## src/verilog/stream_pkg.sv

```systemverilog
package stream_pkg;

    // column chain
    localparam int NUM_COLS = 4;
    localparam int COL_W = 2;

    // beat layout, four tkeep bits per lane
    localparam int LANES = 4;
    localparam int ELEM_W = 32;
    localparam int BEAT_W = LANES * ELEM_W;
    localparam int KEEP_W = BEAT_W / 8;

    // per-column register file
    localparam int RF_DEPTH = 32;
    localparam int RF_ADDR_W = 5;
    localparam int LEN_W = 6;

    localparam int FIFO_DEPTH = 16;
    localparam int FIFO_CNT_W = 5;

    // operand read to writeback and forward
    localparam int MAC_LATENCY = 2;

    localparam logic [1:0] OP_VLOAD = 2'd0;
    localparam logic [1:0] OP_VMACC = 2'd1;
    localparam logic [1:0] OP_VSTREAMOUT = 2'd2;

    localparam int INSTR_W = 24;

    typedef struct packed {
        logic [1:0]                                   opcode;
        logic [RF_ADDR_W-1:0]                         vd;
        logic [RF_ADDR_W-1:0]                         vs;
        logic [LEN_W-1:0]                             len;
        logic [INSTR_W-2-2*RF_ADDR_W-LEN_W-1:0]       pad;
    } arith_fmt_t;

    // load and streamout
    typedef struct packed {
        logic [1:0]                                   opcode;
        logic [COL_W-1:0]                             col;
        logic [RF_ADDR_W-1:0]                         base;
        logic [LEN_W-1:0]                             len;
        logic [INSTR_W-2-COL_W-RF_ADDR_W-LEN_W-1:0]   pad;
    } stream_fmt_t;

    typedef union packed {
        arith_fmt_t  arith_fmt;
        stream_fmt_t stream_fmt;
    } instr_t;

endpackage

```

## src/verilog/streamout_selector.sv

```systemverilog
`timescale 1ns/100ps

module streamout_selector (
    input  logic                                               clk,
    input  logic                                               rst,
    input  logic                                               i_so_start,
    input  logic [stream_pkg::RF_ADDR_W-1:0]                   i_so_base,
    input  logic [stream_pkg::LEN_W-1:0]                       i_so_len,
    input  logic [stream_pkg::FIFO_CNT_W-1:0]                  i_fifo_count,
    output logic [stream_pkg::NUM_COLS-1:0]                    o_rd_en,
    output logic [stream_pkg::RF_ADDR_W-1:0]                   o_rd_addr,
    input  logic [stream_pkg::NUM_COLS*stream_pkg::BEAT_W-1:0] i_rd_data,
    output logic                                               o_push,
    output logic [stream_pkg::BEAT_W-1:0]                      o_push_data,
    output logic                                               o_push_last,
    output logic                                               o_so_done
);
    import stream_pkg::*;

    logic                 active;
    logic [NUM_COLS-1:0]  supplier;
    logic [NUM_COLS-1:0]  pend_sel;
    logic [RF_ADDR_W-1:0] base;
    logic [LEN_W-1:0]     len;
    logic [LEN_W-1:0]     beat_cnt;
    logic                 issue;
    logic                 col_last;

    // fill count plus the beat pushed this cycle must leave a free slot
    assign issue = active
                   && ((i_fifo_count + FIFO_CNT_W'(o_push)) < FIFO_CNT_W'(FIFO_DEPTH));
    assign col_last = (beat_cnt == len - 1'b1);
    assign o_rd_en = issue ? supplier : '0;
    assign o_rd_addr = base + beat_cnt[RF_ADDR_W-1:0];
    assign o_so_done = o_push && o_push_last;

    // read data of the column that was read last cycle
    always_comb begin
        o_push_data = '0;
        for (int j = 0; j < NUM_COLS; j++) begin
            if (pend_sel[j]) begin
                o_push_data = i_rd_data[j*BEAT_W +: BEAT_W];
            end
        end
    end

    always_ff @(posedge clk) begin
        if (rst) begin
            active <= 1'b0;
            supplier <= '0;
            beat_cnt <= '0;
            o_push <= 1'b0;
            o_push_last <= 1'b0;
        end else begin
            o_push <= issue;
            o_push_last <= issue && col_last && supplier[NUM_COLS-1];
            if (i_so_start) begin
                active <= 1'b1;
                supplier <= {{(NUM_COLS-1){1'b0}}, 1'b1};
                beat_cnt <= '0;
            end else if (issue && col_last) begin
                beat_cnt <= '0;
                supplier <= supplier << 1;
                active <= !supplier[NUM_COLS-1];
            end else if (issue) begin
                beat_cnt <= beat_cnt + 1'b1;
            end
        end
    end

    always_ff @(posedge clk) begin
        pend_sel <= supplier;
        if (i_so_start) begin
            base <= i_so_base;
            len <= i_so_len;
        end
    end

    a_supplier_onehot: assert property (@(posedge clk) disable iff (rst)
        active |-> $onehot(supplier))
        else $error("streamout supplier not one-hot");

endmodule

```

## config.mk

```make
export PLATFORM = sky130hd
export DESIGN_NAME = streamout_selector
export DESIGN_NICKNAME = d
export VERILOG_FILES = /design/src/verilog/stream_pkg.sv /design/src/verilog/streamout_selector.sv
export SDC_FILE = /design/constraint.sdc
export NUM_CORES = 1
export LEC_CHECK = 0
export BUFFER_PORTS_ARGS = -buffer_cell sky130_fd_sc_hd__buf_2
export CAP_MARGIN = 25
export CORE_AREA = 5 5 259 261
export CTS_CLUSTER_SIZE = 20
export DETAILED_ROUTE_END_ITERATION = 6
export DIE_AREA = 0 0 264 266
export GPL_ROUTABILITY_DRIVEN = 1
export SLEW_MARGIN = 0
export SYNTH_ARGS = -nofsm -noshare
export SYNTH_HDL_FRONTEND = slang
export SYNTH_SLANG_ARGS = --single-unit
```

## constraint.sdc

```tcl
create_clock -name clk -period 2.64 [get_ports clk]
set_input_delay 0.264 -clock clk [delete_from_list [all_inputs] [get_ports clk]]
set_output_delay 0.264 -clock clk [all_outputs]
set_load 0.02 [all_outputs]
```

==> metrics.yaml <==
status: "complete, no violations"
grt_start_max_net_pins: 82
hpwl_um: 42400
htreeDepth: 1
start_util: 0.0769
grtUsageMet3: 0.0504
setup_viol: 0
cp.arrival_ns: 2.24
crit_start: "pend_sel[1]"
grt_antenna_before_repair: 56
avgSynthCellArea_um2: 5.69
internal_power_mw: 1.27
drcViolationCount: 0
layout-drive-gt1-share: 0.480
synth.top_cells.by_area: "a22oi_1, a21oi_1, o21ai_0, nand2_1, nor2_1"
dieArea_um2: 70200
layout.cells.non_filler: 2344
clockBufferDepth: 2
firstDrtPassIters: 6
cts_resized: 1
synth_area_um2: 4940
yosysTopAreaCell: "a22oi_1"
grt_pass1_vias: 8535
min_path_type: "primary input to flop"
grt_pass1_wl_um: 63600
grt_overflow: 0
required_ns: 2.38
seqPwrFrac: 0.224
wl_um: 47900
yosys_warnings: 0
synth_flop_cell: "dfxtp_1"
area_delta_synth_final_pct: 92.8
synth_top_area_frac: 0.194
cp-start-kind: "flop"
crit_family: "buffers and inverters"
critical_path_class: "flop to primary output"
fp.dieH_um: 266
rows: 93
crit_chain: "buf_12 -> buf_4 -> a22oi_1 -> nor2_1 -> a21oi_1 -> o21ai_0 -> buf_2"
grt_usage: 0.124
cts_tree: "yes"
power_leakage_nw: 4.66
fill_cells: 7558
p_per_area_nw_per_um2: 225
cts_setup_buffers: 0
crit-reg2reg-launch: "len[0]"
worst-path-max-fanout: 65
top_usage_layer: "met2"
cts_sinks: 28
cpPeakStageDelay_ns: 0.39
via_per_inst: 3.87
max_slew_margin: 0.617
antenna_left: 0
dp_slack_ns: 0.276
gp_congestion: 0.972
vias: 9080
ys_async_sr_fraction: 0
synth_commonest_cells: "nand2_1, a21oi_1, nor2_1"
die_x_um: 264
path_clk_slew_ns: 0.07
clkPwrFrac: 0.193
synthesis.nets: 1406
max_freq_mhz: 400
hp-start: "i_so_len[5]"
rsz0062_at_grt: "false"
slew_viol_final: 0
wl_per_cell_um: 20.4
hold_viol_final: 0
fin_crit_sh: 0.947
ys_seq_area_frac: 0.136
cts.hold.buffers_added: 0
worstSetupEndpointType: "primary output"
met1_usage: 0.154
synth.most_common_cell: "nand2_1"
layout_setup_ws_ns: 0.139
ir_worst_vdd_mv: 0.421
synth-edff-count: 11
ys_ff_latch: 28
io_buffers: 670
dp.cells: 2327
path_buf_inv: 3
period_needed_ns: 2.50
worst_skew_pair.late_latency_ns: 0.27
fin_skew_ns: 0.00359
worst_pin_slew_ns: 0.571
final_net_count: 2015
numCtsBuffers: 3
comb_power_share: 0.583
switching_share: 0.406
ios: 671
synth.distinct_cells: 39
synthCells: 868
drt_iter0_drc: 593
maxCapViolCount: 0
core_um2: 64200
power.switching_uw: 872
tns_ns: 0
slowest_stage: "dfxtp_4"
grtUsageMet2: 0.205
cts-root-buf: "clkbuf_16"
[final timing paths]
path	to	slack, ns	cells past startpoint
worst max-delay path	o_push_data[56]	0.14	7
worst min-delay path	len[5]	0.17	1
worst max register to register	supplier[2]	0.49	7
worst min register to register	pend_sel[3]	0.36	0
[layout make-up]
class	instances	area, um2	share of cell area
multi-input cells	737	3880	0.407
repair buffers	694	3720	0.390
well taps	855	1070	0.112
flip-flops and latches	28	682	0.0716
clock buffers	4	100	0.0105
inverters	13	48.8	0.00512
diodes	13	32.5	0.00341
[power by group through the flow]
stage	Sequential, mW	Clock (mW)	Combinational, mW
final	0.481	0.414	1.25
after global routing	0.483	0.435	1.37
after CTS	0.481	0.419	1.27
after detailed placement	0.491	0	1.26
after global placement	0.491	0	1.25
after floorplan	0.491	0	0.511
[cells in the final DEF (no fill, tap or decap), types with 11 or more instances in the layout]
cell type / synthesis / final
nor2_1: 137 / 137
edfxtp_1: 11 / 11
buf_2: 1 / 667
inv_1: 13 / 13
a21oi_1: 137 / 136
buf_12: 0 / 14
nand2_1: 144 / 144
buf_4: 0 / 13
dfxtp_1: 17 / 14
a22oi_1: 128 / 128
diode_2: 0 / 13
o21ai_0: 130 / 130
[metrics by stage]
step	total power [mW]	util	hold WS, ns	instance area (um2)
4_1_cts	2.17	0.148	0.167	9500
6_report	2.15	0.148	0.167	9530
3_5_place_dp	1.75	0.146	0.354	9390
5_1_grt	2.29	0.148	0.162	9500
3_3_place_gp	1.74	0.146	0.357	9390
2_1_floorplan	1.00	-	0.336	4940
[flip-flops by register name, indices dropped and copies added, names as in the netlist]
| register | count |
|---|---|
| o_push | 1 |
| active | 1 |
| len | 6 |
| o_push_last | 1 |
| pend_sel | 4 |
| supplier | 4 |
| beat_cnt | 6 |
| base | 5 |
[cells by family after synthesis]
logic type / share of synthesized area
mux: 0.00608
fa+ha+maj: 0.0192
compound gates: 0.489
buf+inv: 0.0815
simple gates: 0.251
xor+xnor: 0.0177
flops: 0.136
[per-layer routing]
metal  vias to the layer above  share of wire
li1                       4357              -
met1                      3944           0.39
met2                       643           0.46
met3                        92           0.12
met4                        44          0.022
met5                         -         0.0059
Note: power is estimated with default switching activity, not from simulation.
