### src/verilog/stream_pkg.sv
package stream_pkg;

    // column chain
    localparam int NUM_COLS = 4;
    localparam int COL_W = 2;

    // beat layout, four tkeep bits per lane
    localparam int LANES = 4;
    localparam int ELEM_W = 32;
    localparam int BEAT_W = LANES * ELEM_W;
    localparam int KEEP_W = BEAT_W / 8;

    // per-column register file
    localparam int RF_DEPTH = 32;
    localparam int RF_ADDR_W = 5;
    localparam int LEN_W = 6;

    localparam int FIFO_DEPTH = 16;
    localparam int FIFO_CNT_W = 5;

    // operand read to writeback and forward
    localparam int MAC_LATENCY = 2;

    localparam logic [1:0] OP_VLOAD = 2'd0;
    localparam logic [1:0] OP_VMACC = 2'd1;
    localparam logic [1:0] OP_VSTREAMOUT = 2'd2;

    localparam int INSTR_W = 24;

    typedef struct packed {
        logic [1:0]                                   opcode;
        logic [RF_ADDR_W-1:0]                         vd;
        logic [RF_ADDR_W-1:0]                         vs;
        logic [LEN_W-1:0]                             len;
        logic [INSTR_W-2-2*RF_ADDR_W-LEN_W-1:0]       pad;
    } arith_fmt_t;

    // load and streamout
    typedef struct packed {
        logic [1:0]                                   opcode;
        logic [COL_W-1:0]                             col;
        logic [RF_ADDR_W-1:0]                         base;
        logic [LEN_W-1:0]                             len;
        logic [INSTR_W-2-COL_W-RF_ADDR_W-LEN_W-1:0]   pad;
    } stream_fmt_t;

    typedef union packed {
        arith_fmt_t  arith_fmt;
        stream_fmt_t stream_fmt;
    } instr_t;

endpackage

### src/verilog/sync_fifo.sv
`timescale 1ns/100ps

module sync_fifo (
    input  logic                              clk,
    input  logic                              rst,
    input  logic                              i_push,
    input  logic                              i_pop,
    input  logic [stream_pkg::BEAT_W:0]       i_din,
    output logic [stream_pkg::BEAT_W:0]       o_dout,
    output logic                              o_full,
    output logic                              o_empty,
    output logic [stream_pkg::FIFO_CNT_W-1:0] o_count
);
    import stream_pkg::*;

    logic [BEAT_W:0]       mem [FIFO_DEPTH];
    logic [FIFO_CNT_W-2:0] wr_ptr;
    logic [FIFO_CNT_W-2:0] rd_ptr;
    logic [FIFO_CNT_W-2:0] rd_next;
    logic                  push_ok;
    logic                  pop_ok;

    assign rd_next = rd_ptr + 1'b1;
    assign o_full = (o_count == FIFO_CNT_W'(FIFO_DEPTH));
    assign o_empty = (o_count == '0);
    assign push_ok = i_push && !o_full;
    assign pop_ok = i_pop && !o_empty;

    // o_dout always holds the head entry
    always_ff @(posedge clk) begin
        if (push_ok) begin
            mem[wr_ptr] <= i_din;
        end
        if (push_ok && (o_empty || (pop_ok && o_count == FIFO_CNT_W'(1)))) begin
            o_dout <= i_din;
        end else if (pop_ok) begin
            o_dout <= mem[rd_next];
        end
    end

    always_ff @(posedge clk) begin
        if (rst) begin
            wr_ptr <= '0;
            rd_ptr <= '0;
            o_count <= '0;
        end else begin
            if (push_ok) begin
                wr_ptr <= wr_ptr + 1'b1;
            end
            if (pop_ok) begin
                rd_ptr <= rd_next;
            end
            o_count <= o_count + FIFO_CNT_W'(push_ok) - FIFO_CNT_W'(pop_ok);
        end
    end

    a_no_overflow: assert property (@(posedge clk) disable iff (rst) i_push |-> !o_full)
        else $error("push into full FIFO");
    a_no_underflow: assert property (@(posedge clk) disable iff (rst) i_pop |-> !o_empty)
        else $error("pop from empty FIFO");

endmodule

### config.mk
export PLATFORM = sky130hd
export DESIGN_NAME = sync_fifo
export DESIGN_NICKNAME = d
export VERILOG_FILES = /design/src/verilog/stream_pkg.sv /design/src/verilog/sync_fifo.sv
export SDC_FILE = /design/constraint.sdc
export NUM_CORES = 2
export LEC_CHECK = 0
export ABC_CLOCK_PERIOD_IN_PS = 15100
export CELL_PAD_IN_SITES_DETAIL_PLACEMENT = 1
export CELL_PAD_IN_SITES_GLOBAL_PLACEMENT = 1
export CORE_MARGIN = 4
export CORE_UTILIZATION = 57
export DETAILED_ROUTE_END_ITERATION = 6
export DONT_BUFFER_PORTS = 1
export PLACE_DENSITY = 0.79
export SETUP_SLACK_MARGIN = 0.05
export SYNTH_ARGS = -nofsm -noshare
export SYNTH_HDL_FRONTEND = slang
export SYNTH_SLANG_ARGS = --single-unit
### constraint.sdc
create_clock -name clk -period 15.1 [get_ports clk]
set_input_delay 0.755 -clock clk [delete_from_list [all_inputs] [get_ports clk]]
set_output_delay 0.755 -clock clk [all_outputs]
set_load 0.005 [all_outputs]
==> metrics.txt <==
status=finished clean; Reg2Reg Depth=7; share of cells above drive strength 1=a little over a quarter; top_reg_cell synth=edfxtp_1; yosys warns=0; Synth Net Count=between 3000 and 4000; Final Core Density=64.1%; Fillers=11500; # IOs=269; global-route wire length before repair=302000 um; Clock Path Buffers=3; crit path max fanout=between 90 and 100; #FFs+latches synth=2206; worst-margin pin slew=1.17 ns; Setup WS pre-CTS=10.14 ns; period utilisation layout=33.8%; row cnt=141; Post-CTS Repair Setup Buffers=0; H-Tree Depth=4; leakage power=28.5 nW; Setup-failing EPs final=0; power consumption=16.4 mW; drt initial violations=4266; Post-synth EDFFs=approximately 2200; f_max=0.196 GHz; Initial Util=between 50% and 60%; mapped cell area=0.0845 mm2; DP HPWL=roughly 100000 um; share of Yosys cell area claimed by the top area cell type=77.9%; max-cap check violation count=0; placer congestion estimate=0.713; RR Endpoint=o_dout[88]$_DFFE_PP_; relative slew slack=around 22%; Hold EP=rd_ptr[1]$_SDFFE_PP0P_; Seq/Total Area, Yosys=78.2%; # DRC=0; wire length on met2=approximately 110000 um; Clock Latency Late Sink=~0.8 ns; Die W=393 um; CTS tree=built; Critical Path Start Type=flop; Worst Min Path Start=i_pop; nets@finish=3894; cell area after layout=0.0945 mm2; Sum Neg Setup Slack=0 ns; GRT overflow=0; Pre-antenna DRT Iters=5; chip height=approximately 390 um; combinational share of power=23.7%; number of vias per cell=6.58; largest net degree at the start of global routing=145; vias in the first global route=41900; Fin. Hold Viols=0; Crit Path Class=reg -> reg; Buffers on Ports=0; Storage cell area=approximately 0.066 mm2; RSZ-0062 raised after global routing=no; Int Pwr=11.8 mW; Crit path arrival time=~5.6 ns; clock-pin slew on the worst setup and hold paths=0.06 ns; Area contributors post-synth=edfxtp_1, mux4_2, mux2i_1; initial antenna violation count=17; Die ar.=roughly 0.15 mm2; Max Used Layer=met5; peak supply drop=0.166 mV; Pins Over Slew Limit=0; met3 WL post-DR=18800 um; GRT Util Overall=between 20 and 30%; core area=0.147 mm2; fraction of registers with async set/reset=0%; post-place instance area=0.0866 mm2; final WL=between 200000 and 250000 um; Synth Instances=3523; Synth Area per Inst=24.0 um2; vias=approximately 39000; Layout area overhead=11.8%; switch share=28.1%; Crit. End Element=flop; Setup WS post-layout=9.99 ns; Num CTS Buffers=213; clock skew=0.0284 ns; reg2reg setup slack=9.99 ns; TritonCTS Sinks=around 2200; Final ANT Viol Nets=0; minimum clock period=5.11 ns; power share of the clock group=a little under a third; most frequent cell after synthesis=edfxtp_1; wire per inst=35.6 um; Root Buffer=clkbuf_16; min-delay worst type=in -> reg; reg2reg start=rd_ptr[0]$_SDFFE_PP0P_; WP data required=15.61 ns; Psw=roughly 4.6 mW; DRT met1 WL=a little under 80000 um; PD cells=roughly 170 mW/mm2; library cells used by synthesis=33; Synth top cells by count=edfxtp_1, mux4_2, mux2i_1, nor2_1, a221oi_2; Yosys top cell by area=edfxtp_1; area of the multi-input gates=0.0174 mm2; Hold Crit Depth=2; sequential share of power=45.9%
-- through the flow --
stage               hold WS, ns  std cells
floorplan                 0.449       3523
global placement          0.489       5332
detailed placement        0.498       5332
CTS                      0.0475       5858
global route              0.102       5872
finish                    0.116       5876
-- power groups by stage --
stage          logic, mW  clock network, mW  registers, mW
2_1_floorplan       2.99                  0           7.53
3_3_place_gp        3.67                  0           7.66
3_5_place_dp        3.80                  0           7.66
4_1_cts             3.93               5.06           7.54
5_1_grt             4.14               5.35           7.57
6_report            3.88               4.98           7.53
-- worst max-delay path: stages (launching register included) --
cell and delay (ns):
dfxtp_4 0.99, ha_4 0.29, xor2_4 0.19, buf_12 0.58, buf_4 0.90, buf_4 0.92, mux2i_1 0.42, a221oi_2 0.13
-- logic make-up (layout without fill, tap and decap cells) --
group,count (synthesis),count (layout),share of synthesized area (%)
AO/OA/AOI/OAI,137,137,2.35
XOR/XNOR,11,11,0.123
adder cells (fa/ha/maj),12,12,0.187
buffers and inverters,201,606,1.44
flip-flops,2206,2206,78.2
multiplexers,774,774,16.8
other,0,18,0
AND/OR/NAND/NOR,182,182,0.879
-- worst max-delay path by stage --
stage	startpoint	slack, ns	to
6_report	rd_ptr[0]$_SDFFE_PP0P_	9.99	o_dout[88]$_DFFE_PP_
5_1_grt	rd_ptr[0]$_SDFFE_PP0P_	9.77	o_dout[28]$_DFFE_PP_
4_1_cts	rd_ptr[0]$_SDFFE_PP0P_	10.10	o_dout[59]$_DFFE_PP_
3_5_place_dp	rd_ptr[0]$_SDFFE_PP0P_	10.14	o_dout[87]$_DFFE_PP_
3_3_place_gp	rd_ptr[0]$_SDFFE_PP0P_	10.20	o_dout[57]$_DFFE_PP_
2_1_floorplan	o_count[2]$_SDFF_PP0_	4.40	mem[0][0]$_DFFE_PP_
-- cells in the final DEF (no fill, tap or decap), types with 4 or more instances in the layout --
cell type,count
nor2_4,12
nor2_1,138
clkinvlp_4,11
inv_1,11
mux4_2,516
nor3_2,4
buf_12,14
clkbuf_1,51
dlygate4sd3_1,132
buf_4,55
dfxtp_1,12
clkinv_1,52
nand2_1,8
mux2i_1,258
a221oi_2,129
a21oi_1,5
edfxtp_1,2193
inv_6,6
xor2_1,6
bufinv_16,8
nand3_1,5
diode_2,18
xnor2_1,4
clkbuf_16,217
clkinv_8,4
clkinv_2,43
ha_1,10
-- registers in the layout (all words and copies together), names as in the netlist --
| register | flops |
|---|---|
| rd_ptr | 4 |
| wr_ptr | 4 |
| mem | 2064 |
| o_count | 5 |
| o_dout | 129 |
-- layer usage --
layer,vias up,global-route usage [%]
li1,15600,-
met5,-,0
met4,2,9.16
met3,362,6.77
met1,20800,36.3
met2,1904,46.2
-- layout make-up --
| cell class | count | area share, % |
|---|---|---|
| clock buffer | 268 | 5.95 |
| tap | 1930 | 2.56 |
| inverter | 11 | 0.0437 |
| multi-input combinational | 1116 | 18.4 |
| timing repair buffer | 201 | 2.13 |
| antenna | 18 | 0.0477 |
| sequential | 2206 | 70.0 |
| clock inverter | 126 | 0.919 |
-- repair_timing --
action,CTS,global route
hold buffers,132,0
endpoints found under the hold margin,2070,0
gates resized for setup,0,0
(Power assumes the default switching activity.)
