## config.mk

```make
export PLATFORM = sky130hd
export DESIGN_NAME = command_sequencer
export DESIGN_NICKNAME = d
export VERILOG_FILES = /design/src/verilog/stream_pkg.sv /design/src/verilog/command_sequencer.sv
export SDC_FILE = /design/constraint.sdc
export NUM_CORES = 1
export LEC_CHECK = 0
export ABC_AREA = 1
export BUFFER_PORTS_ARGS = -buffer_cell sky130_fd_sc_hd__buf_2
export CAP_MARGIN = 20
export CORE_MARGIN = 4
export CORE_UTILIZATION = 50
export CTS_BUF_LIST = sky130_fd_sc_hd__clkbuf_4 sky130_fd_sc_hd__clkbuf_8 sky130_fd_sc_hd__clkbuf_16
export CTS_CLUSTER_SIZE = 8
export DETAILED_ROUTE_END_ITERATION = 12
export PLACE_DENSITY_LB_ADDON = 0.08
export SYNTH_ARGS = -nofsm -noshare
export SYNTH_HDL_FRONTEND = slang
export SYNTH_SLANG_ARGS = --single-unit
export TNS_END_PERCENT = 100
```

## constraint.sdc

```tcl
create_clock -name clk -period 1.8 [get_ports clk]
set_clock_uncertainty 0.15 [all_clocks]
set_input_delay 0.09 -clock clk [delete_from_list [all_inputs] [get_ports clk]]
set_output_delay 0.09 -clock clk [all_outputs]
set_load 0.005 [all_outputs]
```

## src/verilog/stream_pkg.sv

```systemverilog
package stream_pkg;

    // column chain
    localparam int NUM_COLS = 4;
    localparam int COL_W = 2;

    // beat layout, four tkeep bits per lane
    localparam int LANES = 4;
    localparam int ELEM_W = 32;
    localparam int BEAT_W = LANES * ELEM_W;
    localparam int KEEP_W = BEAT_W / 8;

    // per-column register file
    localparam int RF_DEPTH = 32;
    localparam int RF_ADDR_W = 5;
    localparam int LEN_W = 6;

    localparam int FIFO_DEPTH = 16;
    localparam int FIFO_CNT_W = 5;

    // operand read to writeback and forward
    localparam int MAC_LATENCY = 2;

    localparam logic [1:0] OP_VLOAD = 2'd0;
    localparam logic [1:0] OP_VMACC = 2'd1;
    localparam logic [1:0] OP_VSTREAMOUT = 2'd2;

    localparam int INSTR_W = 24;

    typedef struct packed {
        logic [1:0]                                   opcode;
        logic [RF_ADDR_W-1:0]                         vd;
        logic [RF_ADDR_W-1:0]                         vs;
        logic [LEN_W-1:0]                             len;
        logic [INSTR_W-2-2*RF_ADDR_W-LEN_W-1:0]       pad;
    } arith_fmt_t;

    // load and streamout
    typedef struct packed {
        logic [1:0]                                   opcode;
        logic [COL_W-1:0]                             col;
        logic [RF_ADDR_W-1:0]                         base;
        logic [LEN_W-1:0]                             len;
        logic [INSTR_W-2-COL_W-RF_ADDR_W-LEN_W-1:0]   pad;
    } stream_fmt_t;

    typedef union packed {
        arith_fmt_t  arith_fmt;
        stream_fmt_t stream_fmt;
    } instr_t;

endpackage

```

## src/verilog/command_sequencer.sv

```systemverilog
`timescale 1ns/100ps

module command_sequencer (
    input  logic                             clk,
    input  logic                             rst,
    input  stream_pkg::instr_t               i_instr,
    input  logic                             i_instr_valid,
    input  logic                             i_fifo_empty,
    output logic                             o_fifo_pop,
    output logic [stream_pkg::NUM_COLS-1:0]  o_ld_en,
    output logic [stream_pkg::RF_ADDR_W-1:0] o_ld_addr,
    output logic                             o_mac_en,
    output logic [stream_pkg::RF_ADDR_W-1:0] o_vd,
    output logic [stream_pkg::RF_ADDR_W-1:0] o_vs,
    output logic [stream_pkg::RF_ADDR_W-1:0] o_k,
    input  logic                             i_mac_last_done,
    output logic                             o_so_start,
    output logic [stream_pkg::RF_ADDR_W-1:0] o_so_base,
    output logic [stream_pkg::LEN_W-1:0]     o_so_len,
    input  logic                             i_so_done,
    output logic                             o_busy,
    output logic                             o_done
);
    import stream_pkg::*;

    instr_t           cmd;
    logic [1:0]       op;
    logic [LEN_W-1:0] len;
    logic [LEN_W-1:0] issue_cnt;
    logic [LEN_W-1:0] done_cnt;
    logic             accept;
    logic             issue;
    logic             ld_last_q;
    logic             ld_fin_q;
    logic             mac_fin_q;

    // commands arriving while busy are dropped
    assign accept = i_instr_valid && !o_busy;

    // opcode sits at the top of both formats
    assign op = cmd.arith_fmt.opcode;
    assign len = (op == OP_VMACC) ? cmd.arith_fmt.len : cmd.stream_fmt.len;

    // one element per cycle while input beats are waiting
    assign issue = o_busy && (op == OP_VLOAD || op == OP_VMACC)
                   && (issue_cnt != len) && !i_fifo_empty;

    assign o_fifo_pop = issue;
    assign o_ld_en = (issue && op == OP_VLOAD)
                     ? {{(NUM_COLS-1){1'b0}}, 1'b1} << cmd.stream_fmt.col : '0;
    assign o_ld_addr = cmd.stream_fmt.base + issue_cnt[RF_ADDR_W-1:0];
    assign o_mac_en = issue && (op == OP_VMACC);
    assign o_vd = cmd.arith_fmt.vd;
    assign o_vs = cmd.arith_fmt.vs;
    assign o_k = issue_cnt[RF_ADDR_W-1:0];
    assign o_so_base = cmd.stream_fmt.base;
    assign o_so_len = cmd.stream_fmt.len;

    assign o_done = ld_fin_q | mac_fin_q | i_so_done;

    always_ff @(posedge clk) begin
        if (rst) begin
            cmd <= '0;
            o_busy <= 1'b0;
            issue_cnt <= '0;
            done_cnt <= '0;
            o_so_start <= 1'b0;
            ld_last_q <= 1'b0;
            ld_fin_q <= 1'b0;
            mac_fin_q <= 1'b0;
        end else begin
            o_so_start <= accept && (i_instr.stream_fmt.opcode == OP_VSTREAMOUT);
            // last load write lands one cycle after its pop
            ld_last_q <= issue && (op == OP_VLOAD) && (issue_cnt == len - 1'b1);
            ld_fin_q <= ld_last_q;
            mac_fin_q <= i_mac_last_done && (done_cnt == len - 1'b1);
            if (accept) begin
                cmd <= i_instr;
                o_busy <= 1'b1;
                issue_cnt <= '0;
                done_cnt <= '0;
            end else begin
                if (o_done) begin
                    o_busy <= 1'b0;
                end
                if (issue) begin
                    issue_cnt <= issue_cnt + 1'b1;
                end
                if (i_mac_last_done) begin
                    done_cnt <= done_cnt + 1'b1;
                end
            end
        end
    end

    a_so_done_owned: assert property (@(posedge clk) disable iff (rst)
        i_so_done |-> o_busy && op == OP_VSTREAMOUT)
        else $error("streamout done without a streamout command");

endmodule

```

==> key figures <==
Placement
  – Dpl ws: 0.0415 ns
  – Placed cell count: 432
  – Routability Congestion: 0.877
  – Half-perimeter wire length after detailed placement: 4.32 mm
  – Area after DPL: 2550 µm²
  – PortBufs: 63

Detailed routing
  – Detail Route Antenna Nets: 0
  – Final WL: 6.21 mm
  – Avg WL per Cell: 13.1 µm
  – Via Count: 2361
  – Detailed Routing Iterations Pass 1: 4
  – Vias per std cell: 4.99
  – Drt drc: 0
  – Drt first-iter violations: 67

Floorplanning
  – Die Span Y: 75.8 µm
  – Core Footprint: 4410 µm²
  – Number of placed I/O pins: 70
  – Die Width: 75.8 µm
  – Initial Utilization: 0.520
  – # rows: 24
  – Die area: 5740 µm²

Synth
  – Yosys cell types: 29
  – Synth area leader: dfxtp_1
  – Syn Area/Cell: 6.84 µm²
  – Yosys top cell area share: 0.305
  – Asr flop ratio synth: 0
  – Top FF cell, synth: dfxtp_1
  – Syn. warnings: 0
  – Seq cells post-synth: 35
  – Net Count, Synth: 373
  – Synth Cell Area: 2300 µm²
  – Post-Syn Instances: 336
  – Synth top area cells: dfxtp_1, nand2_1, buf_4
  – Number of synthesized flops with an enable pin: 0
  – Post-synthesis sequential area ratio: 0.305

Cells and area
  – Commonest non-fill, non-tap cell in the layout: buf_2
  – Cell area after layout: 3200 µm²
  – Area of the multi-input gates: 1420 µm²
  – P&R area growth vs syn: 39.2%
  – Reg area: 712 µm²
  – Non-filler cells, final: 473
  – Most frequent cells in the layout: buf_2, nand2_1, inv_1
  – Ant diodes: 0
  – Layout cell share with drive strength beyond 1: 0.380
  – Number of fill cells: 363
  – Number of nets in the layout: 457

STA
  – Final Cycle Share: 1.09
  – Final worst slack: -0.171 ns
  – Unrepaired setup endpoints after global routing: true
  – Final setup fails: 7
  – Max Slew Vio Count: 0
  – Final hold violations: 0
  – Slew HR: 0.716
  – Worst slew pin tran: 0.426 ns
  – Peak Freq: 507 MHz
  – Final min period: 1.97 ns

Worst setup path
  – Crit path capture type: output port
  – WP data required: 1.56 ns
  – Setup Crit Path Kind: flip-flop to output port
  – Worst Path Arrival: 1.73 ns
  – Startpoint Class: flip-flop
  – Critical-path maximum fanout: 6

Status
  – Status: finished with violations
  – Failing checks: setup timing

Clock tree
  – Clock tree buffer depth: 2
  – Clock latency on the worst-skew pair: 0.29 ns
  – CTS buffer count: 5
  – CTS Sinks: 35
  – H-tree levels: 2
  – Root Buffer: clkbuf_8
  – TritonCTS clock tree: yes
  – Clk slew on worst S/H paths: 0.08 ns

GRT
  – GR Util All Layers: 0.228
  – Remaining Overflow, GRT: 0
  – Largest net degree at the start of global routing: 32
  – First-pass GRT wire length: 10.1 mm
  – Number of global-route vias before repair: 2204
  – Initial antenna violation count: 0

Min path
  – Hold Crit Class: input port to flip-flop

Power and ir drop
  – Leak: 1.52 nW
  – Max IR drop VDD: 589 µV
  – P per Cell Area: 680 nW/µm²

Job
  – Max-cap violations: 0
-- power breakdown --
part           switching, mW  internal [mW]  leakage [nW]
Combinational          0.389          0.307          1.19
Clock                  0.309          0.312        0.0474
Sequential            0.0438          0.815         0.289
-- path summary, 6_finish.rpt --
| check | startpoint | endpoint | slack, ns | depth (start not counted) |
|---|---|---|---|---|
| worst max-delay path | cmd[23] | o_ld_en[2] | -0.17 | 13 |
| worst min-delay path | i_instr_valid | cmd[15] | 0.12 | 5 |
| worst max register to register | cmd[23] | issue_cnt[3] | 0.04 | 13 |
| worst min register to register | ld_last_q | ld_fin_q | 0.27 | 2 |
-- routing by layer --
layer / track usage / part of all wire / up-vias
met5: 0 / 0 / -
met4: 0.0738 / 0.024 / 0
met1: 0.302 / 0.44 / 1065
met3: 0.0422 / 0.052 / 14
li1: - / - / 1219
met2: 0.372 / 0.48 / 63
-- final cells by class --
type                       count  area share
clock buffer                   6      0.0258
sequential                    35       0.223
timing repair buffer         110       0.232
tap                           52      0.0203
multi-input combinational    227       0.444
inverter                      41      0.0505
clock inverter                 2     0.00509
-- logic make-up after synthesis --
group	after synthesis	share of synthesized area
fa+ha+maj	7	0.0414
simple gates	164	0.342
xor+xnor	11	0.0419
compound gates	44	0.0975
buf+inv	75	0.173
flops	35	0.305
-- flip-flops by register name (all words and copies together) (netlist names) --
name	count
mac_fin_q	1
issue_cnt	6
ld_last_q	1
o_busy	1
cmd	18
done_cnt	6
o_so_start	1
ld_fin_q	1
-- worst max-delay path, cell delays in order, from the launching register on --
cell	delay (ns)
dfxtp_2	0.36
inv_4	0.06
buf_8	0.14
nand3_4	0.07
nand2_2	0.06
nand2_1	0.07
nand2_2	0.08
nor2_4	0.13
nand3_4	0.10
nand2_4	0.09
inv_4	0.05
nand2_4	0.07
nor2_1	0.04
buf_2	0.12
-- cells in the mapped netlist, types with 4 or more instances --
cell,number
clkbuf_1,4
o21ai_0,19
nand3_1,39
inv_1,38
ha_1,6
nand2_2,10
nor2_1,32
xor2_1,9
nand2_1,59
dfxtp_1,35
a21oi_1,23
buf_4,28
nor3_1,8
-- stage by stage --
stage | setup TNS, ns | hold slack (ns) | util | power, mW
after detailed placement | 0 | 0.124 | 0.578 | 1.39
final | -0.940 | 0.117 | 0.724 | 2.18
after floorplan | 0 | 0.00907 | - | 1.27
after global placement | 0 | 0.121 | 0.578 | 1.38
after global routing | -1.75 | 0.139 | 0.724 | 2.31
after CTS | -0.726 | 0.112 | 0.696 | 2.12
-- what timing repair did --
item                                    CTS  global route
endpoints found under the hold margin    23             0
endpoints found under the setup margin   10            15
setup buffers                             9             1
hold buffers                             22             0
resized for setup                        35            26
gates cloned                              1             0
pin swaps                                15            10
(Power assumes the default switching activity.)
